===== config.mk =====
export PLATFORM = sky130hd
export DESIGN_NAME = result_packer
export DESIGN_NICKNAME = d
export VERILOG_FILES = /design/src/logic/fc_layer_pkg.sv /design/src/logic/num_fmt_pkg.sv /design/src/logic/result_packer.sv
export SDC_FILE = /design/constraint.sdc
export NUM_CORES = 1
export LEC_CHECK = 0
export BUFFER_PORTS_ARGS = -buffer_cell sky130_fd_sc_hd__buf_2
export CORE_MARGIN = 4
export CORE_UTILIZATION = 48
export DETAILED_ROUTE_END_ITERATION = 8
export PLACE_DENSITY = 0.79
export SLEW_MARGIN = 40
export SYNTH_ARGS = -nofsm -noshare
export SYNTH_HDL_FRONTEND = slang
export SYNTH_SLANG_ARGS = --single-unit

===== constraint.sdc =====
create_clock -name clk -period 3.5 [get_ports clk]
set_input_delay 0.7 -clock clk [delete_from_list [all_inputs] [get_ports clk]]
set_output_delay 0.7 -clock clk [all_outputs]
set_load 0.05 [all_outputs]

===== src/logic/fc_layer_pkg.sv =====
// Layer sizes and sequencer states of the FC engine; import where the unit array is sized
package fc_layer_pkg;

    ////////////////////////////////////////////////////////////
    // Layer tile
    ////////////////////////////////////////////////////////////

    // Units working in parallel
    localparam int NUM_UNITS = 8;

    // Weight and input rounds per job
    localparam int NUM_STEPS = 2;

    // Arithmetic right shift before saturation to 8 bits
    localparam int OUT_SHIFT = 6;

    // Results packed into each output word
    localparam int RESULTS_PER_WORD = 4;
    localparam int NUM_OUT_WORDS = NUM_UNITS / RESULTS_PER_WORD;

    typedef logic [2:0] unit_idx_t;

    typedef logic [0:0] step_idx_t;

    ////////////////////////////////////////////////////////////
    // Sequencer FSM
    ////////////////////////////////////////////////////////////

    typedef enum logic [2:0] {
        BIAS,
        WEIGHT,
        INPUT,
        RUN,
        QUANT,
        WBACK,
        FINISH
    } seq_state_t;

endpackage


===== src/logic/num_fmt_pkg.sv =====
// Number formats shared by the FC engine; import where lane, word or accumulator types are needed
package num_fmt_pkg;

    ////////////////////////////////////////////////////////////
    // Widths
    ////////////////////////////////////////////////////////////

    // One signed weight or activation
    localparam int LANE_W = 8;

    // Lanes packed into the low bits of a stream word
    localparam int NUM_LANES = 3;

    localparam int WORD_W = 32;

    // Accumulator and bias share one width
    localparam int ACC_W = 32;

    ////////////////////////////////////////////////////////////
    // Types
    ////////////////////////////////////////////////////////////

    typedef logic signed [LANE_W-1:0] lane_t;

    typedef logic [WORD_W-1:0] word_t;

    typedef logic signed [ACC_W-1:0] acc_t;

endpackage


===== src/logic/result_packer.sv =====
// Write-back stage of the FC engine; packs unit results four per word onto the output stream
module result_packer (
    input  logic               clk,
    input  logic               rstn,
    input  num_fmt_pkg::lane_t results [fc_layer_pkg::NUM_UNITS],
    input  logic               wb_start,
    output logic               wb_done,
    output logic               out_valid,
    input  logic               out_ready,
    output num_fmt_pkg::word_t out_data
);

    import num_fmt_pkg::*;
    import fc_layer_pkg::*;

    localparam int IDX_W = (NUM_OUT_WORDS > 1) ? $clog2(NUM_OUT_WORDS) : 1;

    lane_t            res_q [NUM_UNITS];
    logic [IDX_W-1:0] word_idx;
    logic             out_xfer;
    logic             last_word;

    assign out_xfer  = out_valid && out_ready;
    assign last_word = (word_idx == IDX_W'(NUM_OUT_WORDS - 1));

    // Lowest unit of the group in the lowest byte
    always_comb begin
        for (int r = 0; r < RESULTS_PER_WORD; r++) begin
            out_data[r*LANE_W +: LANE_W] = res_q[int'(word_idx) * RESULTS_PER_WORD + r];
        end
    end

    // Snapshot of the array at write-back start
    always_ff @(posedge clk) begin
        if (wb_start) begin
            res_q <= results;
        end
    end

    ////////////////////////////////////////////////////////////
    // Word sequencing
    ////////////////////////////////////////////////////////////

    always_ff @(posedge clk or negedge rstn) begin
        if (!rstn) begin
            out_valid <= 1'b0;
            word_idx  <= '0;
            wb_done   <= 1'b0;
        end else begin
            wb_done <= 1'b0;
            if (wb_start) begin
                out_valid <= 1'b1;
                word_idx  <= '0;
            end else if (out_xfer) begin
                if (last_word) begin
                    out_valid <= 1'b0;
                    wb_done   <= 1'b1;
                end else begin
                    word_idx <= word_idx + 1'b1;
                end
            end
        end
    end

endmodule


=== After elaboration in Yosys (flattened, before gate mapping) ===
Index checks and enable logic that the tools add are counted.
W data, S select, Z words.

* $add $sub $neg: 4
* Order comparisons: 4
* Mux-type cells: 21
* Bitwise operators: 4
* Reduce and logical (&&, ||, !) cells: 4

{| class="wikitable"
|+ Operators by type and width
! operator !! count
|-
| $ge A32 B4 Y1 const B || 4
|-
| $bmux W8 S3 || 4
|-
| $not A4 Y32 || 3
|-
| $mux W8 || 8
|-
| $not A3 Y32 || 1
|-
| $mux W1 || 9
|-
| $add A3 B2 Y4 const B || 2
|-
| $add A3 B1 Y4 const B || 1
|-
| $reduce_bool A2 Y1 || 2
|-
| $reduce_and A2 Y1 || 1
|-
| $add A1 B1 Y1 const B || 1
|-
| $logic_and A1 B1 Y1 || 1
|}

* Register bits: 67
* Input bits: 68
* Output and inout bits: 34
* Logic and storage cells: 48

=== Depth between registers and ports, before layout ===
* Depth after elaboration: 5
* Mapped depth: 4
* Depth with buffers taken out: 2

=== Worst setup path before layout ===
Ideal clock, no wire load.

* Kind: register -> output
* Start point: reg word_idx, in the netlist last_word
* End point: out out_data[12]
* Arrival: 1012 ps
* Setup slack: 1788 ps
* Stages on the path, launching flop included: 4
* Path buffers: 2
* Path through: dfrtp_1 > buf_6 > buf_6 > mux2_4

* Word-level cells in the longest chain between the ends: 5

{| class="wikitable"
|+ RTL lines
! item !! RTL line !! text
|-
| start: declaration || result_packer.sv:19 || <nowiki>logic [IDX_W-1:0] word_idx;</nowiki>
|-
| start signal: assignment || result_packer.sv:59 || <nowiki>word_idx <= word_idx + 1'b1;</nowiki>
|-
| $add A3 B1 Y4 || result_packer.sv:29 || <nowiki>out_data[r*LANE_W +: LANE_W] = res_q[int'(word_idx) * RESULTS_PER_WORD + r];</nowiki>
|-
| $not A4 Y32 (not written as such) || result_packer.sv:29 ||
|-
| $bmux W8 S3 || result_packer.sv:29 ||
|-
| $mux W8 (not written as such) (2 in series) || result_packer.sv:29 ||
|-
| end: declaration || result_packer.sv:10 || <nowiki>output num_fmt_pkg::word_t out_data</nowiki>
|}

Every way passes these cells. The select of a mux whose other input is x is not followed.

=== Worst setup path after layout ===
* Start point: reg word_idx, in the netlist last_word
* End point: out out_data[25]

* Word-level cells in the longest chain between the ends: 5

{| class="wikitable"
|+ RTL lines
! item !! RTL line
|-
| $add A3 B2 Y4 || result_packer.sv:29
|-
| $not A4 Y32 (not written as such) || result_packer.sv:29
|-
| $bmux W8 S3 || result_packer.sv:29
|-
| $mux W8 (not written as such) (2 in series) || result_packer.sv:29
|}

Every way passes these cells. The select of a mux whose other input is x is not followed.

==> flow_summary.json <==
{
  "post-place-cells": 277,
  "clkLatencyLatePin_ps": 320,
  "postCtsHoldBufs": 0,
  "critical_path.max_stage_delay_ps": 640,
  "grt_start_max_net_pins": 68,
  "clockRootBuffer": "sky130_fd_sc_hd__clkbuf_8",
  "globalplace.congestion": 0.683,
  "postCtsResizedCells": 0,
  "hold_violations": 0,
  "yosysWarnings": 0,
  "postCtsSetupBuffers": 0,
  "max_clock_freq_ghz": 0.380,
  "clk_transition_reported_paths_ps": 60,
  "critPathSlowestCell": "sky130_fd_sc_hd__dfrtp_2",
  "final_layout_size_suffix_gt1_share_pct": 65.9,
  "seq_area_frac_synth_pct": 78.3,
  "io_pins": 102,
  "routed_wirelength_um": 4110,
  "power.ir.vdd_worst_mv": 0.388,
  "fin_nets": 286,
  "drt_iter0_markers": 61,
  "number_of_clock_sinks": 67,
  "critPathArrivalTime_ps": 1930,
  "setup_total_negative_slack_ps": 0,
  "clockBufferDepth": 2,
  "maxCapViolations": 0,
  "cp_max_fo": 20,
  "die-area_sq_um": 6550,
  "netlist_area_before_placement_sq_um": 2550,
  "outcome": "finished, final reports clean",
  "critical_path_class": "reg2out",
  "relSlewSlack_pct": 47.3,
  "setup_violations": 0,
  "cp-start-kind": "flop",
  "drtPass1Iterations": 2,
  "tritoncts": "done",
  "cell_chain_of_the_critical_path": "buf_4, mux2_4, buf_2",
  "die_w_um": 80.9,
  "floorplan.initialDensity_pct": 49.6,
  "ant_nets": 0,
  "vias_in_the_first_global_route": 1285,
  "worst_tran_pin_value_ps": 791,
  "rsz0062_at_grt": "false",
  "global_route.overflow_total": 0,
  "total_count_of_max_transition_violations_in_the_final_report": 0,
  "worst_ep_required_time_ps": 2800,
  "viasPerCell": 4.55,
  "grt_antenna_before_repair": 0,
  "routed_length_per_placed_instance_um": 14.0,
  "syn-num-nets": 176,
  "core-area_sq_um": 5140,
  "ys_ff_latch": 67,
  "placementRows": 26,
  "worstSetupEndpointType": "primary output",
  "routed-via-count": 1334,
  "finalNonFillerCells": 293,
  "flow.area_growth_from_synthesis_pct": 29.4,
  "postSynthAreaPerCell_sq_um": 23.6,
  "fin_skew_ps": 2.23,
  "fin_crit_sh_pct": 75.3,
  "power_density_nw_per_um2": 594,
  "cp.buffers_inverters": 2,
  "grt_pass1_wl_um": 5940,
  "num-fill-cells": 382,
  "clock_buffer_count_from_cts": 9,
  "portBuffers": 101,
  "dp_hpwl_um": 2900,
  "netlist_instances": 108,
  "timing.critical_path.max_delay_family": "flip-flops",
  "period_needed_ps": 2630,
  "antenna_cells": 0,
  "grt.total_usage_pct": 12.8,
  "drc": 0,
  "synth_cell_type_count": 11,
  "die_h_um": 80.9,
  "htree_levels": 3,
  "hold_path_class": "in2async",
  "power.static_leakage_nw": 1.41
}
-- metrics by stage --
stage | util [%] | worst slack [ps] | power (mW) | area (sq um) | hold WS [ps]
2_1_floorplan | - | 1790 | 1.24 | 2550 | 404
4_1_cts | 64.2 | 820 | 1.99 | 3300 | 150
6_report | 64.2 | 866 | 1.96 | 3300 | 167
3_5_place_dp | 60.3 | 1190 | 1.33 | 3100 | 504
3_3_place_gp | 60.3 | 1170 | 1.33 | 3100 | 501
5_1_grt | 64.2 | 758 | 2.05 | 3300 | 139
-- final timing paths --
path	slack (ps)	endpoint	from	cells past startpoint
worst max-delay path	870	out_data[25]	last_word$_DFFE_PN0P_	3
max in group asynchronous	3210	last_word$_DFFE_PN0P_	rstn	1
min in group clk	540	out_valid$_DFFE_PN0P_	out_valid$_DFFE_PN0P_	1
worst min register to register	540	out_valid$_DFFE_PN0P_	out_valid$_DFFE_PN0P_	1
worst max register to register	2060	out_valid$_DFFE_PN0P_	last_word$_DFFE_PN0P_	3
worst min-delay path	170	wb_done$_DFF_PN0_	rstn	1
-- layer usage --
metal  track usage, %  wire length (um)  up-vias
met5                0                 0        -
met4             8.61                76        0
met3             5.99               538        7
met2             18.7              1760       78
met1             15.0              1740      604
li1                 -                 -      645
-- sequential cells by signal (all words and copies together) (netlist names) --
signal     count
last_word      1
out_valid      1
wb_done        1
res_q         64
-- cells by family (layout without fill, tap and decap cells) --
family	count (synthesis)	after routing	share of synthesized area (%)
AOI/OAI and AO/OA	2	2	0.490
buffers and inverters	4	119	2.45
DFF	67	67	78.3
muxes	32	32	18.1
and+or+nand+nor	3	3	0.686
-- power by group --
group	switching, mW	leakage [nW]	internal [mW]
combinational	0.220	0.647	0.120
clock	0.247	0.0989	0.403
sequential	0.0223	0.661	0.948
-- Yosys cell counts, drive strengths merged --
library cell	instances	share of area [%]
nand2	1	0.15
buf	4	2.5
nor2	1	0.15
edfxtp	64	75
a21oi	1	0.20
a21o	1	0.29
mux2	32	18
and4b	1	0.39
dfrtp	3	2.9
-- final cells by class --
class,instances,area [sq um],share of cell area [%]
timing repair buffer,103,520,15.8
sequential,67,2000,60.5
multi-input combinational,37,492,14.9
clock inverter,2,60.1,1.82
clock buffer,14,143,4.32
tap,70,87.6,2.65
-- placed cells by master, fill, tap and decap left out --
cell type	count
sky130_fd_sc_hd__buf_2	101
sky130_fd_sc_hd__buf_4	2
sky130_fd_sc_hd__clkbuf_8	9
sky130_fd_sc_hd__dfrtp_1	2
sky130_fd_sc_hd__mux2_2	5
sky130_fd_sc_hd__bufinv_16	2
sky130_fd_sc_hd__a21o_1	1
sky130_fd_sc_hd__mux2_4	27
sky130_fd_sc_hd__dfrtp_2	1
sky130_fd_sc_hd__clkbuf_1	5
sky130_fd_sc_hd__edfxtp_1	64
sky130_fd_sc_hd__a21oi_1	1
sky130_fd_sc_hd__nand2_1	1
sky130_fd_sc_hd__nor2_1	1
sky130_fd_sc_hd__and4b_1	1
No activity file was read; power rests on OpenSTA's default activity.
