## src/logic/fc_layer_pkg.sv

```systemverilog
// Layer sizes and sequencer states of the FC engine; import where the unit array is sized
package fc_layer_pkg;

    ////////////////////////////////////////////////////////////
    // Layer tile
    ////////////////////////////////////////////////////////////

    // Units working in parallel
    localparam int NUM_UNITS = 8;

    // Weight and input rounds per job
    localparam int NUM_STEPS = 2;

    // Arithmetic right shift before saturation to 8 bits
    localparam int OUT_SHIFT = 6;

    // Results packed into each output word
    localparam int RESULTS_PER_WORD = 4;
    localparam int NUM_OUT_WORDS = NUM_UNITS / RESULTS_PER_WORD;

    typedef logic [2:0] unit_idx_t;

    typedef logic [0:0] step_idx_t;

    ////////////////////////////////////////////////////////////
    // Sequencer FSM
    ////////////////////////////////////////////////////////////

    typedef enum logic [2:0] {
        BIAS,
        WEIGHT,
        INPUT,
        RUN,
        QUANT,
        WBACK,
        FINISH
    } seq_state_t;

endpackage

```

## src/logic/num_fmt_pkg.sv

```systemverilog
// Number formats shared by the FC engine; import where lane, word or accumulator types are needed
package num_fmt_pkg;

    ////////////////////////////////////////////////////////////
    // Widths
    ////////////////////////////////////////////////////////////

    // One signed weight or activation
    localparam int LANE_W = 8;

    // Lanes packed into the low bits of a stream word
    localparam int NUM_LANES = 3;

    localparam int WORD_W = 32;

    // Accumulator and bias share one width
    localparam int ACC_W = 32;

    ////////////////////////////////////////////////////////////
    // Types
    ////////////////////////////////////////////////////////////

    typedef logic signed [LANE_W-1:0] lane_t;

    typedef logic [WORD_W-1:0] word_t;

    typedef logic signed [ACC_W-1:0] acc_t;

endpackage

```

## src/logic/mac_unit.sv

```systemverilog
// One neuron of the FC array; holds weights and accumulator, instantiated once per unit by the top
module mac_unit (
    input  logic               clk,
    input  logic               rstn,
    input  logic               load_bias,
    input  logic               load_weight,
    input  logic               sel,
    input  num_fmt_pkg::word_t in_data,
    input  num_fmt_pkg::word_t act_word,
    input  logic               mac_en,
    input  logic               quant_en,
    output num_fmt_pkg::lane_t result
);

    import num_fmt_pkg::*;
    import fc_layer_pkg::*;

    lane_t weight [NUM_LANES];
    acc_t  acc;
    acc_t  mac_sum;
    acc_t  shifted;
    lane_t q_val;

    // Sum of the three lane products
    always_comb begin
        mac_sum = '0;
        for (int l = 0; l < NUM_LANES; l++) begin
            mac_sum += acc_t'(weight[l]) * acc_t'(lane_t'(act_word[l*LANE_W +: LANE_W]));
        end
    end

    // Shift, then clamp to the signed byte range
    always_comb begin
        shifted = acc >>> OUT_SHIFT;
        if (shifted > acc_t'(127)) begin
            q_val = lane_t'(127);
        end else if (shifted < acc_t'(-128)) begin
            q_val = lane_t'(-128);
        end else begin
            q_val = shifted[LANE_W-1:0];
        end
    end

    always_ff @(posedge clk) begin
        if (load_weight && sel) begin
            for (int l = 0; l < NUM_LANES; l++) begin
                weight[l] <= lane_t'(in_data[l*LANE_W +: LANE_W]);
            end
        end
    end

    always_ff @(posedge clk or negedge rstn) begin
        if (!rstn) begin
            acc    <= '0;
            result <= '0;
        end else begin
            // Bias restarts the sum for each job
            if (load_bias && sel) begin
                acc <= acc_t'(in_data);
            end else if (mac_en) begin
                acc <= acc + mac_sum;
            end
            if (quant_en) begin
                result <= q_val;
            end
        end
    end

endmodule

```

## config.mk

```make
export PLATFORM = sky130hd
export DESIGN_NAME = mac_unit
export DESIGN_NICKNAME = d
export VERILOG_FILES = /design/src/logic/fc_layer_pkg.sv /design/src/logic/num_fmt_pkg.sv /design/src/logic/mac_unit.sv
export SDC_FILE = /design/constraint.sdc
export NUM_CORES = 1
export LEC_CHECK = 0
export ABC_AREA = 1
export BUFFER_PORTS_ARGS = -buffer_cell sky130_fd_sc_hd__buf_4
export CORE_UTILIZATION = 35
export CTS_CLUSTER_SIZE = 25
export DETAILED_ROUTE_END_ITERATION = 10
export PLACE_DENSITY = 0.56
export SYNTH_ARGS = -nofsm -noshare
export SYNTH_HDL_FRONTEND = slang
export SYNTH_SLANG_ARGS = --single-unit
```

## constraint.sdc

```tcl
create_clock -name clk -period 7.1 [get_ports clk]
set_input_delay 0.355 -clock clk [delete_from_list [all_inputs] [get_ports clk]]
set_output_delay 0.355 -clock clk [all_outputs]
set_load 0.02 [all_outputs]
```

## Yosys cells after proc, flatten, opt, wreduce, memory -nomap -nowiden

Memory sizes are Yosys's and may differ from the RTL's.
Cells that the tools add are included.

- Register bits after elaboration: 40
- RAM bits: 24
- Bits of input ports: 71
- Memories kept: 1

Memory list:

| name | depth | width | read ports | clocked after memory_dff | wr ports | line | text |
|---|---|---|---|---|---|---|---|
| weight | 3 | 8 | 3 | 0 | 3 | mac_unit.sv:18 | `lane_t weight [NUM_LANES];` |

- $add $sub $neg: 3
- $mul: 3
- $lt $le $gt $ge: 2
- Multiplexer cells: 6
- Reductions and logical operators: 3

Operators by type and width:

| operator | count |
|---|---|
| 2-to-1 mux 32 bit | 2 |
| multiplier 8 x 8 -> 16 bit | 3 |
| adder 32 x 18 -> 32 bit | 1 |
| greater-than comparator 26 x 8 -> 1 bit, second input constant | 1 |
| < comparator 26 x 8 -> 1 bit, second input constant | 1 |
| adder 17 x 16 -> 18 bit | 1 |
| adder 16 x 16 -> 17 bit | 1 |
| 2-to-1 mux 8 bit | 2 |
| logical AND 1 bit | 2 |
| 2-to-1 mux 1 bit | 2 |
| nonzero test 2 bit | 1 |

## Longest topological paths before layout

- Word-level depth: 6
- Depth in mapped cells: 31
- Mapped depth without buffers: 30

## Least setup slack after synthesis

No wires, ideal clock.

- Path type: input -> register
- Start: input port act_word[3]
- End: register acc[31]
- Arrival time: 6.231 ns
- Required time: 6.984 ns
- Slack: 0.753 ns
- Stages on the path: 27
- Cells stage by stage: clkbuf_1 nand2_1 fa_1 inv_1 fa_1 inv_1 fa_1 fa_1 fa_1 inv_1 fa_1 inv_1 fa_1 inv_1 ha_1 nand2_1 inv_1 nand2_1 nand2_1 inv_1 nand2_1 a21oi_1 nand2_1 nand2_1 nand3_1 nand2_1 nand2_1

- Longest elaborated chain between the ends: 6

Ends and longest elaborated chain:

| item | line | text |
|---|---|---|
| start, declared | mac_unit.sv:9 | `input num_fmt_pkg::word_t act_word,` |
| multiplier 8 x 8 -> 16 bit | mac_unit.sv:28 | `mac_sum += acc_t'(weight[l]) * acc_t'(lane_t'(act_word[l*LANE_W +: LANE_W]));` |
| adder 16 x 16 -> 17 bit | mac_unit.sv:28 |  |
| adder 17 x 16 -> 18 bit | mac_unit.sv:28 |  |
| adder 32 x 18 -> 32 bit | mac_unit.sv:61 | `acc <= acc + mac_sum;` |
| 2-to-1 mux 32 bit | mac_unit.sv:60 | `end else if (mac_en) begin` |
| 2-to-1 mux 32 bit | mac_unit.sv:58 | `if (load_bias && sel) begin` |
| end signal, assigned | mac_unit.sv:59 | `acc <= acc_t'(in_data);` |
| end signal, assigned | mac_unit.sv:61 |  |
| end, declared | mac_unit.sv:19 | `acc_t acc;` |

Every way passes these cells. The select of a mux whose other input is x is not followed.
A chain may end at the register's enable or synchronous reset.

==> results.tsv <==
stage	metric	value	unit
run_status	status	complete, but fails checks	
run_status	violations	hold timing	
timing	worst_clock_skew	13.8	ps
critical_path	cp_max_fo	7	
timing	slew_violations	0	
logic_synthesis	ys_warn_count	0	
die	start_util	0.356	
cts	clkSinkCount	64	
die	die_w	209	um
global_routing	grt_pass1_vias	12100	
critical_path	critical_path_class	reg -> reg	
logic_synthesis	synth_nets	2351	
global_routing	grt_max_degree	51	
logic_synthesis	synth.ff_latch_count	64	
cts	clk_pin_slew_worst_paths	70	ps
cts	numCtsBuffers	9	
logic_synthesis	ys_async_sr_fraction	0.625	
logic_synthesis	synth_cell_types	38	
logic_synthesis	seq_area_frac_synth	0.115	
global_routing	antenna_found_initial	0	
timing	tightest_slew	1050	ps
critical_path	crit_required	7340	ps
place	gp_congestion	0.902	
detailed_routing	totalWireLength	39.7	mm
detailed_routing	vias	11200	
critical_path	crit_path_start_kind	flip-flop	
detailed_routing	drcViolationCount	0	
critical_path	r2r_setup_slack	370	ps
detailed_routing	drt_iter0_markers	531	
logic_synthesis	syn_area	15000	sq um
cts	clk_latency	350	ps
die	dieArea	43700	sq um
logic_synthesis	synthTopCellsByArea	fa_1, inv_1, ha_1	
cells_and_area	nets	2401	
logic_synthesis	postSynthCellCount	1838	
timing	final.setup.worst_slack	374	ps
logic_synthesis	synth.most_common_cell	inv_1	
worst_hold_path	hold_class	in -> async	
global_routing	grt_pass1_wl	66.2	mm
critical_path	arrival	6970	ps
logic_synthesis	synth_top_area_cell	fa_1	
timing	min_period	6730	ps
cts	cts_htree_levels	3	
global_routing	grt_overflow	0	
die	ios	79	
detailed_routing	routedWlPerCell	16.3	um
cts	cts_hold_buf	0	
critical_path	critPathLaunch	weight[0][15]	
timing	fmax	149	MHz
detailed_routing	ant_nets	0	
critical_path	r2r-start	weight[0][15]	
die	core_area	42100	sq um
place	hpwlAfterDp	35.2	mm
logic_synthesis	synth_edf_count	24	
cells_and_area	areaGrowthSynthToFinish	10.3	%
timing	finalSetupTns	0	ps
timing	post-route-period-util	0.947	
critical_path	end_kind	flip-flop	
detailed_routing	viasPerCell	4.61	
global_routing	track_usage	0.198	
cts	cts_tree	built	
timing	hold_violations	3	
cells_and_area	drive_above_1_share	0.0713	
die	rows	75	
timing	maxSlewHeadroom	0.298	
flow_run	maxCapViolations	0	
cells_and_area	n_antenna_cell	0	
timing	whs	-16.7	ps
place	pre_cts_slack	249	ps
logic_synthesis	netlist.area_leader.share	0.411	
detailed_routing	first_pass_iters	5	
timing	rsz0062_at_grt	no	
logic_synthesis	synth.top_cells.by_count	inv_1, nand2_1, fa_1	
logic_synthesis	syn_avg_cell_area	8.16	sq um
place	port_buffers	70	
timing	setup_viol	0	
die	die_h	209	um
cts	clk_path_buf_depth	2	
cts	cts_root_buf	clkbuf_16	
logic_synthesis	ys.flop_type	dfrtp_1	
-- metal layers --
layer | vias to the layer above | part of all wire | track usage | wire length, um
met1 | 5555 | 0.45 | 0.267 | 17800
met5 | - | 0 | 0 | 0
met4 | 0 | 0.018 | 0.0464 | 720
li1 | 5377 | - | - | -
met2 | 241 | 0.49 | 0.338 | 19500
met3 | 37 | 0.043 | 0.0231 | 1700
-- per-stage QoR --
stage | area (sq um) | util | std cells | hold slack, ps
3_5_place_dp | 16200 | 0.384 | 2410 | 415
2_1_floorplan | 15000 | - | 1838 | 59.4
4_1_cts | 16500 | 0.391 | 2426 | 36.0
3_3_place_gp | 16200 | 0.384 | 2410 | 386
6_report | 16500 | 0.392 | 2432 | -16.7
5_1_grt | 16500 | 0.392 | 2432 | 44.9
-- area by class of cell --
class | count | area, sq um
clock buffer | 11 | 233
clock inverter | 5 | 56.3
fill | 4339 | 25600
inverter | 578 | 2170
multi-input combinational | 1138 | 10900
sequential | 64 | 1720
tap | 539 | 674
timing repair buffer | 97 | 778
-- state kept, by name, indices dropped and copies added (netlist names) --
signal and flops:
acc 32, result 8, weight 24
-- worst max-delay path, stage by stage, from the launching register on --
cell	delay (ps)
edfxtp_1	470
buf_4	210
nand2_1	110
clkinvlp_4	180
fa_2	590
inv_1	60
fa_1	510
fa_1	630
fa_1	490
fa_1	550
inv_2	110
buf_12	160
fa_1	470
inv_1	50
fa_1	480
inv_1	50
ha_1	390
a21oi_1	310
o21ai_0	160
a21oi_1	190
nand3_1	100
nand2_1	60
nand3_1	120
nand2_1	110
nand2_1	50
-- placed cells by master (no fill, tap or decap), types with 2 or more instances in the layout --
master      count
inv_2           4
xnor2_1         3
buf_12          4
o21ai_1         7
edfxtp_1       24
xor2_1          9
nand4_1        18
nor4_1          3
clkinv_1        3
buf_4          93
nor3_1          5
or2_2           4
inv_1         570
and3_1          2
nand2_1       415
nor2_1         71
clkbuf_1        2
o21ai_0        36
nand3b_1        2
o21bai_1        7
and2_1          2
fa_1          306
fa_2            2
inv_4           3
o21a_1          2
nand2_2         4
nor2_2          3
clkinvlp_4      2
ha_1          133
a21oi_1        35
o211ai_1        5
dfrtp_1        40
clkbuf_16       9
nand3_1        55
-- final timing paths --
| check | end | depth (start not counted) |
|---|---|---|
| hold / removal | acc[24] | 1 |
| min in group clk | weight[0][3] | 1 |
| setup reg to reg | acc[26] | 24 |
| max in group asynchronous | result[0] | 1 |
| setup / recovery | acc[26] | 24 |
| hold reg to reg | result[7] | 2 |
-- kinds of logic after synthesis --
kind of cell,after synthesis,share of synthesized area
AO/OA/AOI/OAI,95,0.0346
XOR/XNOR,12,0.00701
adder cells (fa/ha/maj),442,0.523
buffers and inverters,636,0.160
flip-flops,64,0.115
AND/OR/NAND/NOR,589,0.161
-- timing repair --
item / CTS / global route
buffers inserted: 0 / 6
resized for setup: 0 / 7
endpoints found under the setup margin: 0 / 11
Power is left out: the tool's default activity adds up to more than one toggle a clock period on the data nets, which glitch-free logic cannot reach.
