==> src/logic/fc_layer_pkg.sv <==
// Layer sizes and sequencer states of the FC engine; import where the unit array is sized
package fc_layer_pkg;

    ////////////////////////////////////////////////////////////
    // Layer tile
    ////////////////////////////////////////////////////////////

    // Units working in parallel
    localparam int NUM_UNITS = 8;

    // Weight and input rounds per job
    localparam int NUM_STEPS = 2;

    // Arithmetic right shift before saturation to 8 bits
    localparam int OUT_SHIFT = 6;

    // Results packed into each output word
    localparam int RESULTS_PER_WORD = 4;
    localparam int NUM_OUT_WORDS = NUM_UNITS / RESULTS_PER_WORD;

    typedef logic [2:0] unit_idx_t;

    typedef logic [0:0] step_idx_t;

    ////////////////////////////////////////////////////////////
    // Sequencer FSM
    ////////////////////////////////////////////////////////////

    typedef enum logic [2:0] {
        BIAS,
        WEIGHT,
        INPUT,
        RUN,
        QUANT,
        WBACK,
        FINISH
    } seq_state_t;

endpackage

==> src/logic/num_fmt_pkg.sv <==
// Number formats shared by the FC engine; import where lane, word or accumulator types are needed
package num_fmt_pkg;

    ////////////////////////////////////////////////////////////
    // Widths
    ////////////////////////////////////////////////////////////

    // One signed weight or activation
    localparam int LANE_W = 8;

    // Lanes packed into the low bits of a stream word
    localparam int NUM_LANES = 3;

    localparam int WORD_W = 32;

    // Accumulator and bias share one width
    localparam int ACC_W = 32;

    ////////////////////////////////////////////////////////////
    // Types
    ////////////////////////////////////////////////////////////

    typedef logic signed [LANE_W-1:0] lane_t;

    typedef logic [WORD_W-1:0] word_t;

    typedef logic signed [ACC_W-1:0] acc_t;

endpackage

==> src/logic/fc_sequencer.sv <==
// Job FSM of the FC engine; reads the input stream and drives unit loads, MAC, quantize and write-back
module fc_sequencer (
    input  logic                  clk,
    input  logic                  rstn,
    input  logic                  in_valid,
    output logic                  in_ready,
    input  num_fmt_pkg::word_t    in_data,
    output logic                  load_bias,
    output logic                  load_weight,
    output fc_layer_pkg::unit_idx_t unit_sel,
    output num_fmt_pkg::word_t    act_word,
    output logic                  mac_en,
    output logic                  quant_en,
    output logic                  wb_start,
    input  logic                  wb_done,
    output logic                  done
);

    import fc_layer_pkg::*;

    seq_state_t state;
    unit_idx_t  unit_cnt;
    step_idx_t  step_cnt;
    logic       xfer;
    logic       last_unit;
    logic       last_step;

    // Stream is open only while words are expected
    assign in_ready = (state == BIAS) || (state == WEIGHT) || (state == INPUT);
    assign xfer     = in_valid && in_ready;

    assign last_unit = (unit_cnt == unit_idx_t'(NUM_UNITS - 1));
    assign last_step = (step_cnt == step_idx_t'(NUM_STEPS - 1));

    // Strobes to the counted unit
    assign load_bias   = xfer && (state == BIAS);
    assign load_weight = xfer && (state == WEIGHT);
    assign unit_sel    = unit_cnt;

    assign mac_en   = (state == RUN);
    assign quant_en = (state == QUANT);
    assign done     = (state == FINISH);

    ////////////////////////////////////////////////////////////
    // State and counters
    ////////////////////////////////////////////////////////////

    always_ff @(posedge clk or negedge rstn) begin
        if (!rstn) begin
            state    <= BIAS;
            unit_cnt <= '0;
            step_cnt <= '0;
            wb_start <= 1'b0;
        end else begin
            // Single pulse on entry to write-back
            wb_start <= (state == QUANT);
            case (state)
                BIAS: begin
                    if (xfer) begin
                        unit_cnt <= last_unit ? '0 : unit_cnt + 1'b1;
                        if (last_unit) begin
                            state <= WEIGHT;
                        end
                    end
                end
                WEIGHT: begin
                    if (xfer) begin
                        unit_cnt <= last_unit ? '0 : unit_cnt + 1'b1;
                        if (last_unit) begin
                            state <= INPUT;
                        end
                    end
                end
                INPUT: begin
                    if (xfer) begin
                        state <= RUN;
                    end
                end
                RUN: begin
                    if (last_step) begin
                        step_cnt <= '0;
                        state    <= QUANT;
                    end else begin
                        step_cnt <= step_cnt + 1'b1;
                        state    <= WEIGHT;
                    end
                end
                QUANT: begin
                    state <= WBACK;
                end
                WBACK: begin
                    if (wb_done) begin
                        state <= FINISH;
                    end
                end
                FINISH: begin
                    state <= BIAS;
                end
                default: begin
                    state <= BIAS;
                end
            endcase
        end
    end

    // Activation lanes of the current round
    always_ff @(posedge clk) begin
        if (xfer && (state == INPUT)) begin
            act_word <= in_data;
        end
    end

endmodule

==> config.mk <==
export PLATFORM = sky130hd
export DESIGN_NAME = fc_sequencer
export DESIGN_NICKNAME = d
export VERILOG_FILES = /design/src/logic/fc_layer_pkg.sv /design/src/logic/num_fmt_pkg.sv /design/src/logic/fc_sequencer.sv
export SDC_FILE = /design/constraint.sdc
export NUM_CORES = 1
export LEC_CHECK = 0
export BUFFER_PORTS_ARGS = -buffer_cell sky130_fd_sc_hd__buf_2
export CORE_UTILIZATION = 35
export CTS_BUF_LIST = sky130_fd_sc_hd__clkbuf_2
export DETAILED_ROUTE_END_ITERATION = 6
export HOLD_SLACK_MARGIN = 0.15
export PLACE_DENSITY = 0.68
export SLEW_MARGIN = 20
export SYNTH_ARGS = -nofsm -noshare
export SYNTH_HDL_FRONTEND = slang
export SYNTH_SLANG_ARGS = --single-unit
==> constraint.sdc <==
create_clock -name clk -period 2.08 [get_ports clk]
set_clock_uncertainty 0.05 [all_clocks]
set_input_delay 0.208 -clock clk [delete_from_list [all_inputs] [get_ports clk]]
set_output_delay 0.208 -clock clk [all_outputs]
set_load 0.005 [all_outputs]
==> Word-level counts from Yosys, hierarchy flattened <==
Index checks and enable logic that the tools add are counted.
{ "word_totals": {"wordCells": 40, "in_bits": 36, "output_inout_bits": 42, "ff_bits": 40} }
{ "op_classes": {"eq_ne": 13, "n_reduce_logical": 10, "muxes": 10, "add_sub_neg": 2} }
{ "op_table": {"columns": ["op", "count"], "rows": [
  ["two-way mux 3 bit", 8],
  ["one-hot mux 3 bit (6 select lines)", 1],
  ["equality test 3 bit, second input constant", 4],
  ["!= test 2 bit, second input constant", 6],
  ["equality test 3 x 2 -> 1 bit, second input constant", 2],
  ["AND reduction 6 bit", 1],
  ["logical AND 1 bit", 4],
  ["adder 3 x 1 -> 3 bit, second input constant", 1],
  ["equality test 3 x 1 -> 1 bit, second input constant", 1],
  ["zero test 3 bit", 1],
  ["logical OR 1 bit", 2],
  ["AND reduction 2 bit", 1],
  ["OR reduction 2 bit", 1],
  ["adder 1 bit, second input constant", 1],
  ["two-way mux 1 bit", 1]
]} }

==> Longest topological paths before layout <==
Gate-level depths: netlist of run 1.
{ "depth": {"word_depth": 6, "mapped_depth": 5, "ltp_nobuf": 5} }

==> Least setup slack after synthesis of run 1 <==
No wires, ideal clock.
{ "synth_timing": {"path_type": "register to register", "startpoint": "reg state[2]", "endpoint": "reg act_word[0], enable pin", "arrival_time_ns": 1.519, "synth_period_minus_slack_ns": 1.961, "stages_incl_launch_ff": 4, "slack_ns": 0.119, "t_required_ns": 1.638, "setup_ns": 0.392, "n_path_buf": 1, "path_cell_list": "dfrtp_1 > buf_6 > nor3_1 > and2_1"} }
{ "synth_via": {"elab_chain_cells": 5, "elab_cells_between_ends": 7, "cone_classes": "eq/ne (2); reduce/logical (5)"} }
{ "synth_rtl": {"columns": ["element", "line_no", "text"], "rows": [
  ["from (decl)", "fc_sequencer.sv:21", "seq_state_t state;"],
  ["from (signal assigned)", "fc_sequencer.sv:50", "state <= BIAS;"],
  ["from (signal assigned)", "fc_sequencer.sv:62", "state <= WEIGHT;"],
  ["from (signal assigned)", "fc_sequencer.sv:70", "state <= INPUT;"],
  ["equality test 3 x 1 -> 1 bit / zero test 3 bit (equally long branches)", "fc_sequencer.sv:29", "assign in_ready = (state == BIAS) || (state == WEIGHT) || (state == INPUT);"],
  ["logical OR 1 bit (2 in series)", "fc_sequencer.sv:29", null],
  ["logical AND 1 bit", "fc_sequencer.sv:30", "assign xfer = in_valid && in_ready;"],
  ["logical AND 1 bit *", "fc_sequencer.sv:108", "if (xfer && (state == INPUT)) begin"],
  ["to (signal assigned)", "fc_sequencer.sv:109", "act_word <= in_data;"],
  ["to (decl)", "fc_sequencer.sv:11", "output num_fmt_pkg::word_t act_word,"]
]} }
Mark *: on every way between the ends. The rest lies on a longest branch, timed or not.
A chain may end at the register's enable or synchronous reset.

==> Worst setup path after layout of run 1 <==
{ "layout_timing": {"startpoint": "reg state[2]", "endpoint": "out load_bias"} }
{ "layout_via": {"elab_chain_cells": 5, "elab_cells_between_ends": 7, "cone_classes": "eq/ne (2); reduce/logical (5)"} }
{ "layout_rtl": {"columns": ["element", "line_no", "text"], "rows": [
  ["equality test 3 x 1 -> 1 bit / zero test 3 bit (equally long branches)", "fc_sequencer.sv:29, fc_sequencer.sv:36", null],
  ["logical OR 1 bit (2 in series)", "fc_sequencer.sv:29", null],
  ["logical AND 1 bit", "fc_sequencer.sv:30", null],
  ["logical AND 1 bit *", "fc_sequencer.sv:36", "assign load_bias = xfer && (state == BIAS);"],
  ["to (decl)", "fc_sequencer.sv:8", "output logic load_bias,"]
]} }
Marks and branches as above.

==> run metrics, run 1 <==
clock power share 0.220; Post-Syn Nets approximately 110; Yosys cell types 23; initial antenna violation count 0; final hold violation count 0; kind of critical path flop to primary output; Synth Area per Inst 18.6 um2; delay-heaviest family, CP simple AND/OR/NAND/NOR gates; GRT Total Usage 0.144; met2 WL post-DR between 1000 and 1500 um; Final Setup Violations 0; num ports 78; CP max FO 9; Inserted Diodes 0; largest net degree at the start of global routing 33; Critical Path Stages 3; Fmax achieved 524 MHz; flops & latches, synth 40; Nets between 200 and 250; CTS H-Tree Depth 2; setup TNS 0 ns; Arrival @ worst endpoint ~1.7 ns; Row Count 22; CTS tree yes; drt initial violations 39; final WL roughly 3000 um; RePlAce Congestion around 0.7; Reg clk slew, reported paths roughly 0.20 ns; Die Height roughly 65 um; status completed; Pins Over Slew Limit 0; actual slew at the worst max-slew pin approximately 0.40 ns; clock root buffer clkbuf_2; drt pass-1 iters 4; core region area between 3000 and 4000 um2; IO buf count between 70 and 80; Int Pwr 1.45 mW; Gate power share 0.236; CTS sink cnt 40; CTS Buf Count 5; Tmin final between 1.5 and 2 ns; share of layout cells above drive strength 1 0.458; Net Sw Frac 0.273; CP endpoint kind primary output; vias in the first global route 1017; Max IR drop VDD 0.000474 V; Cell Chain, Critical Path or3b_1 > nor2_1 > buf_2; CP startpoint kind flop; pwr dens 891 nW/um2; Final period util 0.917; Worst Reg-to-Reg Cells 5; mapped cell area 1390 um2; Worst Hold Path Cells 4; critical path required time around 1.8 ns; top routing layer in use met4; Skew-Pair Late Insertion Delay approximately 0.37 ns; Worst path max stage delay around 0.52 ns; synth-to-layout area growth 60.7%; GRT overflow 0; Die X around 65 um; Flop pwr share 0.544; wire length on met1 1200 um; WP buf/inv 1; Avg WL per Cell between 10 and 15 um; Die ar. between 4000 and 5000 um2; wire length on met3 342 um; clk buf depth 2; relative slew slack 0.734; net load switching power between 0.5 and 0.6 mW; final worst setup slack between 0.15 and 0.2 ns; Initial Util 0.372; antenna viol nets, final 0; Max Cap Viol 0; detailed-route via count between 1000 and 1500; Pleak 0.994 nW; Cells after Synth 75; Hold Crit Class input pin to flop; drc violations 0; Setup WS pre-CTS 0.503 ns; synth warn 0; sequential share of the synthesized area 0.833; Vias per Instance 4.38; unrepaired setup endpoints after global routing no; Post-DP HPWL 1990 um; Crit-path slowest cell or3b_1; first-pass GRT wire length roughly 4400 um
what timing repair did:
action / 4_1_cts / 5_1_grt
gates resized for setup: 0 / 0
hold endpoints to repair: 40 / 0
hold buffers: 34 / 0
buffers inserted: 0 / 0
endpoints found under the setup margin: 0 / 0
state kept, by name (all words and copies together), names as in the netlist:
register   cells
act_word      32
last_step      1
state          3
unit_sel       3
wb_start       1
layout by cell type, fill, tap and decap left out, drive strengths merged, types with 2 or more instances in the layout:
| cell | n |
|---|---|
| clkbuf | 5 |
| nor3 | 4 |
| dfrtp | 8 |
| ha | 2 |
| o21ai | 2 |
| nor2 | 4 |
| edfxtp | 32 |
| dlygate4sd3 | 34 |
| buf | 78 |
| nand2 | 5 |
| inv | 2 |
power groups by stage:
stage          clock network (mW)  logic, mW  registers, mW
2_1_floorplan                   0      0.295           1.07
3_3_place_gp                    0      0.411           1.09
3_5_place_dp                    0      0.427           1.10
4_1_cts                     0.454      0.476           1.08
5_1_grt                     0.487      0.530           1.10
6_report                    0.440      0.470           1.09
synthesized netlist by cell type:
| master | count | area, um2 |
|---|---|---|
| dfrtp_1 | 8 | 200 |
| buf_6 | 2 | 22.5 |
| ha_1 | 2 | 25.0 |
| a21oi_1 | 1 | 5.00 |
| or3b_1 | 1 | 8.76 |
| nor3_1 | 4 | 20.0 |
| mux2i_1 | 1 | 10.0 |
| nand2_1 | 5 | 18.8 |
| mux2_4 | 1 | 15.0 |
| nor2b_1 | 1 | 6.26 |
| a21o_1 | 1 | 7.51 |
| and2_1 | 1 | 6.26 |
| nand2b_1 | 1 | 6.26 |
| nor4bb_1 | 1 | 10.0 |
| buf_2 | 1 | 5.00 |
| and3b_1 | 1 | 8.76 |
| o21ai_0 | 2 | 10.0 |
| a31o_2 | 1 | 8.76 |
| inv_1 | 2 | 7.51 |
| edfxtp_1 | 32 | 961 |
| nor2_1 | 4 | 15.0 |
| a211oi_1 | 1 | 7.51 |
| xor2_1 | 1 | 8.76 |
layout make-up:
type / count / area, um2
Fill cell: 318 / 1500
Sequential cell: 40 / 1160
Timing Repair Buffer: 112 / 746
Multi-Input combinational cell: 30 / 198
Tap cell: 48 / 60.1
Clock inverter: 3 / 42.5
Clock buffer: 5 / 25.0
Inverter: 2 / 7.51
routing by layer:
| metal | GRT usage | vias up |
|---|---|---|
| met5 | 0 | - |
| met4 | 0.0571 | 0 |
| met3 | 0.0434 | 4 |
| met2 | 0.251 | 69 |
| met1 | 0.165 | 466 |
| li1 | - | 511 |
per-stage QoR:
stage               cells  total power [mW]   util  cell area, um2  hold slack [ns]
finish                240              2.00  0.598            2240            0.271
global placement      198              1.50  0.489            1830           0.0110
floorplan              75              1.36      -            1390           -0.138
detailed placement    198              1.53  0.489            1830           0.0144
global route          240              2.12  0.598            2240            0.266
CTS                   240              2.01  0.598            2240            0.246
worst paths after layout:
path / from / to / slack (ns)
setup / recovery: state[2] / load_bias / 0.17
hold / removal: in_valid / state[0] / 0.27
setup reg to reg: unit_sel[0] / state[1] / 0.46
hold reg to reg: last_step / last_step / 0.46
max in group asynchronous: rstn / wb_start / 0.97
min in group asynchronous: rstn / state[0] / 0.73
worst reg2reg max path, stage by stage, from the launching register on:
cell	delay, ns
dfrtp_1	0.46
ha_1	0.22
ha_1	0.21
a211oi_1	0.24
nor3_1	0.10
a31o_2	0.26
logic make-up after synthesis:
kind of cell             count (synthesis)  synth area share
buffers and inverters                    5            0.0251
multiplexers                             2            0.0180
adder cells (fa/ha/maj)                  2            0.0180
flip-flops                              40             0.833
XOR/XNOR                                 1           0.00628
AO/OA/AOI/OAI                            6            0.0278
AND/OR/NAND/NOR                         19            0.0718
Note: power is estimated with default switching activity, not from simulation.
==> run 2, diff against run 1 <==
HOLD_SLACK_MARGIN = not set   (was 0.15)
PLACE_DENSITY = 0.66   (was 0.68)
clock period = 1.86 ns   (was 2.08 ns; I/O delays follow)
==> run 2 against run 1 <==
Against the previous run:
- non-clock buffer count did not move
- largest power group unchanged
- sequential power rose by 11%
- critical path depth did not move
- hold slack worse by 0.16 ns
- wire length rose by 2.0%
- critical path type unchanged
- die area did not move
- count of clock-buffer cells in the layout grew 1
- utilization about the same
- clock power grew 11%
==> run metrics, run 2 (synthesis results as in run 1) <==
status completed; most frequent cells in the layout buf_2, dlygate4sd3_1, edfxtp_1; critical path required time 1.62 ns (-0.20 ns); Pins Over Slew Limit 0 (unchanged); Hold Crit Class input pin to async pin; Tot Pwr 2.25 mW (+13%); Nets 229 (unchanged); Arrival @ worst endpoint 1.50 ns (-0.15 ns); initial antenna violation count 0 (unchanged); Skew-Pair Late Insertion Delay 0.37 ns (about the same); Setup WS pre-CTS 0.271 ns (-0.232 ns); Vias per Instance 4.29 (-1.9%); largest net degree at the start of global routing 33 (unchanged); WHS 0.108 ns (-0.163 ns); share of layout cells above drive strength 1 0.484 (+0.0260); final hold violation count 0 (unchanged); Initial Util 0.372 (unchanged); Post-DP HPWL 1970 um (-0.71%); first-pass GRT wire length 4770 um (+9.0%); num ports 78 (unchanged); antenna viol nets, final 0 (unchanged); Die ar. 4240 um2 (unchanged); GRT overflow 0 (unchanged); pwr dens 1010 nW/um2 (+13%); Die X 65.1 um (unchanged); Inserted Diodes 0 (unchanged); commonest non-fill, non-tap cell in the layout buf_2; setup TNS 0 ns (unchanged); vias in the first global route 1053 (+3.5%); clk buf depth 2 (unchanged); CTS Buf Count 5 (unchanged); CP startpoint kind flop; Row Count 22 (unchanged); Final Setup Violations 0 (unchanged); Avg WL per Cell 12.7 um (+2.0%); max FFs per register 32 (unchanged); Die Height 65.1 um (unchanged); unrepaired setup endpoints after global routing no; core region area 3740 um2 (unchanged); Max Cap Viol 0 (unchanged); Pleak 0.997 nW (+0.32%); CTS sink cnt 40 (unchanged); Tmin final 1.74 ns; Final period util 0.934; CTS H-Tree Depth 2 (unchanged); Reg clk slew, reported paths 0.18 ns (-0.02 ns); RePlAce Congestion 0.653 (-5.9%); synth-to-layout area growth 60.8% (about the same); drt pass-1 iters 4 (unchanged); FF-to-FF setup slack 0.26 ns (-0.20 ns); Worst Reg-to-Reg Cells 5 (unchanged); worst r2r src unit_sel[0]; final worst setup slack 0.122 ns (-0.0506 ns); CTS tree yes; Max IR drop VDD 0.000682 V (+44%); relative slew slack 0.790 (+0.0556); end of the worst register-to-register path state[1]; final WL 3050 um (+2.0%); actual slew at the worst max-slew pin 0.313 ns (-0.0845 ns); IO buf count 77 (unchanged); Layout Cells excl Fill 240 (unchanged); Top reg by flops act_word; drt initial violations 34 (-13%); CP endpoint kind primary output; drc violations 0 (unchanged); GRT Total Usage 0.156 (+0.0114); clock root buffer clkbuf_2; CP max FO 8 (-1); placed cells 198 (unchanged); detailed-route via count 1030 (-1.9%); Fmax achieved 575 MHz; kind of critical path flop to primary output
-- run 2: changes by cell type in the layout (fill, tap and decap cells not counted) --
cell	delta
or3b_4	+1
clkbuf_2	+1
or3b_1	-1
and2_2	+1
buf_4	+1
dfrtp_2	+2
clkinvlp_4	-1
dlygate4sd3_1	-1
dfrtp_1	-2
and2_1	-1
-- run 2: what timing repair did --
item	CTS	global route
setup buffers	0	1
endpoints found under the setup margin	2	2
endpoints found under the hold margin	40	0
cloned	0	0
gates resized for setup	1	2
hold buffers	33	0
-- run 2: per-layer routing --
layer / part of all wire / wire, um / global-route usage / up-vias
met1: 0.39 / 1200 / 0.169 / 460
li1: - / - / - / 505
met2: 0.50 / 1510 / 0.285 / 61
met5: 0 / 0 / 0 / -
met4: 0.0082 / 25 / 0.0408 / 0
met3: 0.10 / 318 / 0.0556 / 4
-- run 2: critical path: stages, from the launching register on --
cell,delay (ns)
dfrtp_2,0.49
or3b_4,0.43
nor2_1,0.09
buf_2,0.11
-- run 2: worst max path at each step --
stage                     start           to  slack, ns  depth (start not counted)
floorplan              state[2]  act_word[0]       0.23                          3
detailed placement  unit_sel[0]     state[1]       0.27                          5
finish                 state[1]    load_bias       0.12                          3
CTS                    state[2]    load_bias       0.03                          3
global route           state[1]    load_bias       0.01                          3
global placement    unit_sel[0]     state[1]       0.32                          5
-- run 2: final cells by class --
cell class              instances  area [um2]
well taps                      48        60.1
fillers                       314        1500
multi-input cells              30         201
inverters                       2        7.51
clock inverters                 2        35.0
repair buffers                112         743
clock buffers                   6        30.0
flip-flops and latches         40        1160
-- run 2: where the power goes --
| part | switching [mW] | internal [mW] | total (mW) | leakage [nW] |
|---|---|---|---|---|
| Combinational | 0.239 | 0.312 | 0.552 | 0.568 |
| Clock | 0.257 | 0.232 | 0.488 | 0.0430 |
| Sequential | 0.108 | 1.10 | 1.21 | 0.386 |
| Total | 0.604 | 1.65 | 2.25 | 0.997 |
-- run 2: metrics by stage --
stage               utilization  area (um2)
global route              0.599        2240
global placement          0.490        1830
finish                    0.599        2240
CTS                       0.596        2230
floorplan                     -        1400
detailed placement        0.490        1830
==> run 3, diff against run 2 <==
ABC_AREA = 1   (was not set)
CORE_MARGIN = 4   (was not set)
PLACE_DENSITY = not set   (was 0.66)
clock period = 1.81 ns   (was 1.86 ns; I/O delays follow)
==> run 3 against run 2 <==
Against the previous run:
- sequential power shrank 4%
- sequential share of layout area down 1.5 points
- count of clock-buffer cells in the layout did not move
- design area increased by 3.1%
- global-route usage down 2.5 points
- largest cell class unchanged
- highest routed layer unchanged
- critical path depth up 3
- synthesized area increased by 4.7%
- sequential cell count unchanged
- non-clock buffer count is 1 lower
- cell count up 10%
==> run metrics, run 3 <==
top cell type's share of synthesized area 0.659 (-0.0307); Cell Chain, Critical Path inv_2 > nand2_4 > nor2_4 > inv_2 > nor2_1 > buf_2; Post-synth EDFFs 32 (unchanged); largest net degree at the start of global routing 33 (unchanged); synth-to-layout area growth 58.3%; clock root buffer clkbuf_2; WP buf/inv 3 (+2); Hold Crit Class input pin to async pin; status completed; pwr dens 901 nW/um2 (-10%); mapped cell area 1460 um2 (+4.7%); clk buf depth 2 (unchanged); final WL 3270 um (+7.2%); max FFs per register 32 (unchanged); WHS 0.0941 ns (-0.0136 ns); post-synthesis mux area share 0 (-0.0180); Skew-Pair Late Insertion Delay 0.37 ns (about the same); Reg clk slew, reported paths 0.18 ns (about the same); most frequent cells in the layout buf_2, dlygate4sd3_1, edfxtp_1; Fill cells 351 (+12%); num ports 78 (unchanged); CTS H-Tree Depth 2 (unchanged); net load switching power 0.547 mW (-9.3%); drt pass-1 iters 4 (unchanged); Pins Over Slew Limit 0 (unchanged); Fmax achieved ~590 MHz; Pleak 1.04 nW (+4.0%); setup TNS 0 ns (unchanged); unrepaired setup endpoints after global routing no; CTS tree yes; Setup Fix Bufs, Post-CTS 0 (unchanged); Gate power share 0.203 (-0.042); Die ar. 5260 um2 (+24%); clock power share 0.240 (+0.023); most frequent cells after synthesis edfxtp_1, nand2_1, nor2_1; Vias per Instance 4.31 (+0.41%); Arrival @ worst endpoint 1.46 ns (-0.04 ns); Avg WL per Cell 12.3 um (-2.9%); Worst path max stage delay 0.51 ns (+0.02 ns); Die Height 72.6 um (+11%); CP max FO 9 (+1); Post-Syn Nets 136 (+20%); synth warn 0 (unchanged); commonest non-fill, non-tap cell in the layout buf_2; Cells after Synth 98 (+31%); top cell type by total area after synthesis edfxtp_1; share of layout cells above drive strength 1 0.451 (-0.0332); Tmin final ~1.7 ns; final worst setup slack 0.122 ns (-0.0000300 ns); first-pass GRT wire length 5190 um (+8.7%); GRT Total Usage 0.131 (-0.0249); Final Setup Violations 0 (unchanged); Flop pwr share 0.556 (+0.018); final hold violation count 0 (unchanged); sequential share of the synthesized area 0.796 (-0.0372); CP endpoint kind primary output; Async SR Flop Fraction 0.200 (unchanged); critical path required time 1.58 ns (-0.04 ns); Nets 252 (+10%); RePlAce Congestion 0.961 (+47%); Max Cap Viol 0 (unchanged); relative slew slack 0.808 (+0.0183); most used cell, CP inv_2; initial antenna violation count 0 (unchanged); combinational family with the most area after synthesis simple AND/OR/NAND/NOR gates; CP startpoint kind flop; Synth Area per Inst 14.9 um2 (-20%); Max IR drop VDD 0.000786 V (+15%); antenna viol nets, final 0 (unchanged); Crit-path slowest cell dfrtp_2; post-synthesis compound-gate area fraction 0.0180 (-0.00982); drc violations 0 (unchanged); Int Pwr 1.53 mW (-7.0%); CTS Buf Count 5 (unchanged); Inserted Diodes 0 (unchanged); Net Sw Frac 0.263 (-0.00495); flops & latches, synth 40 (unchanged); detailed-route via count 1142 (+11%); Top reg by flops act_word; top_reg_cell synth edfxtp_1; Synth area leaders edfxtp_1, dfrtp_1, nand2_1; delay-heaviest family, CP flip-flops; Die X 72.6 um (+11%); Setup WS pre-CTS 0.241 ns (-0.0303 ns); kind of critical path flop to primary output; vias in the first global route 1140 (+8.3%); GRT overflow 0 (unchanged); drt initial violations 45 (+32%); core region area 4030 um2 (+7.6%); Synth Area in Adders 0.0172 (-0.000801); count leader, synth edfxtp_1; simple-gate share of the synthesized area 0.118 (+0.0465); Yosys cell types 19 (-17%); post-synthesis xor/xnor area fraction 0.00600 (-0.000280); Final period util 0.933; Post-DP HPWL 2320 um (+18%); Initial Util 0.362 (-0.0102); IO buf count 77 (unchanged); Row Count 23 (+4.5%); actual slew at the worst max-slew pin 0.285 ns (-0.0272 ns); CTS sink cnt 40 (unchanged)
run 3: changes by cell type after synthesis, sizes merged, moves of 3 or more:
| cell | delta |
|---|---|
| nand3 | +6 |
| nor3 | -3 |
| nand2 | +14 |
| nor2 | +9 |
| inv | +8 |
run 3: power by group through the flow:
stage | clock, mW | combinational, mW | sequential, mW
final | 0.500 | 0.423 | 1.16
after floorplan | 0 | 0.262 | 1.15
after global routing | 0.564 | 0.486 | 1.17
after global placement | 0 | 0.362 | 1.17
after CTS | 0.531 | 0.430 | 1.15
after detailed placement | 0 | 0.372 | 1.17
run 3: repair_timing:
action / 4_1_cts / 5_1_grt
gates resized for setup: 0 / 2
endpoints found under the hold margin: 40 / 0
hold buffers: 33 / 0
setup endpoints to repair: 0 / 3
run 3: cell families (layout without fill, tap and decap cells):
logic type / count (synthesis) / after routing
flops: 40 / 40
fa+ha+maj: 2 / 2
compound gates: 4 / 4
simple gates: 39 / 39
buf+inv: 12 / 129
xor+xnor: 1 / 1
run 3: per-layer routing:
metal  track usage  vias to the layer above  part of all wire
met5             0                        -                 0
met4        0.0430                        0             0.012
met3        0.0416                        5              0.11
met2         0.218                       64              0.46
met1         0.160                      509              0.41
li1              -                      564                 -
run 3: worst paths after layout:
check                      depth (start not counted)  slack (ns)         from            to
setup / recovery                                   6        0.12     state[1]   load_weight
hold / removal                                     2        0.09         rstn   unit_sel[1]
setup reg to reg                                   6        0.27     state[0]  act_word[29]
hold reg to reg                                    1        0.48  unit_sel[0]   unit_sel[0]
max in group asynchronous                          2        1.42         rstn      state[1]
min in group clk                                   4        0.10     in_valid      state[1]
run 3: stage by stage:
stage	instances	instance area, um2	total power, mW	util
detailed placement	224	1910	1.55	0.475
floorplan	98	1470	1.41	-
finish	265	2310	2.08	0.573
global route	265	2310	2.22	0.573
global placement	224	1910	1.53	0.475
CTS	265	2310	2.11	0.573
run 3: cell type report:
| type | instances | area (um2) | area share |
|---|---|---|---|
| Sequential cell | 40 | 1160 | 0.504 |
| Timing Repair Buffer | 111 | 736 | 0.319 |
| Multi-Input combinational cell | 46 | 240 | 0.104 |
| Tap cell | 50 | 62.6 | 0.0271 |
| Inverter | 10 | 42.5 | 0.0184 |
| Clock inverter | 2 | 35.0 | 0.0152 |
| Clock buffer | 6 | 30.0 | 0.0130 |
run 3: worst reg2reg max path, delay by kind of cell (launching register included):
kind / cells / cell delay (ns)
flops: 1 / 0.51
buf+inv: 3 / 0.39
simple gates: 3 / 0.32
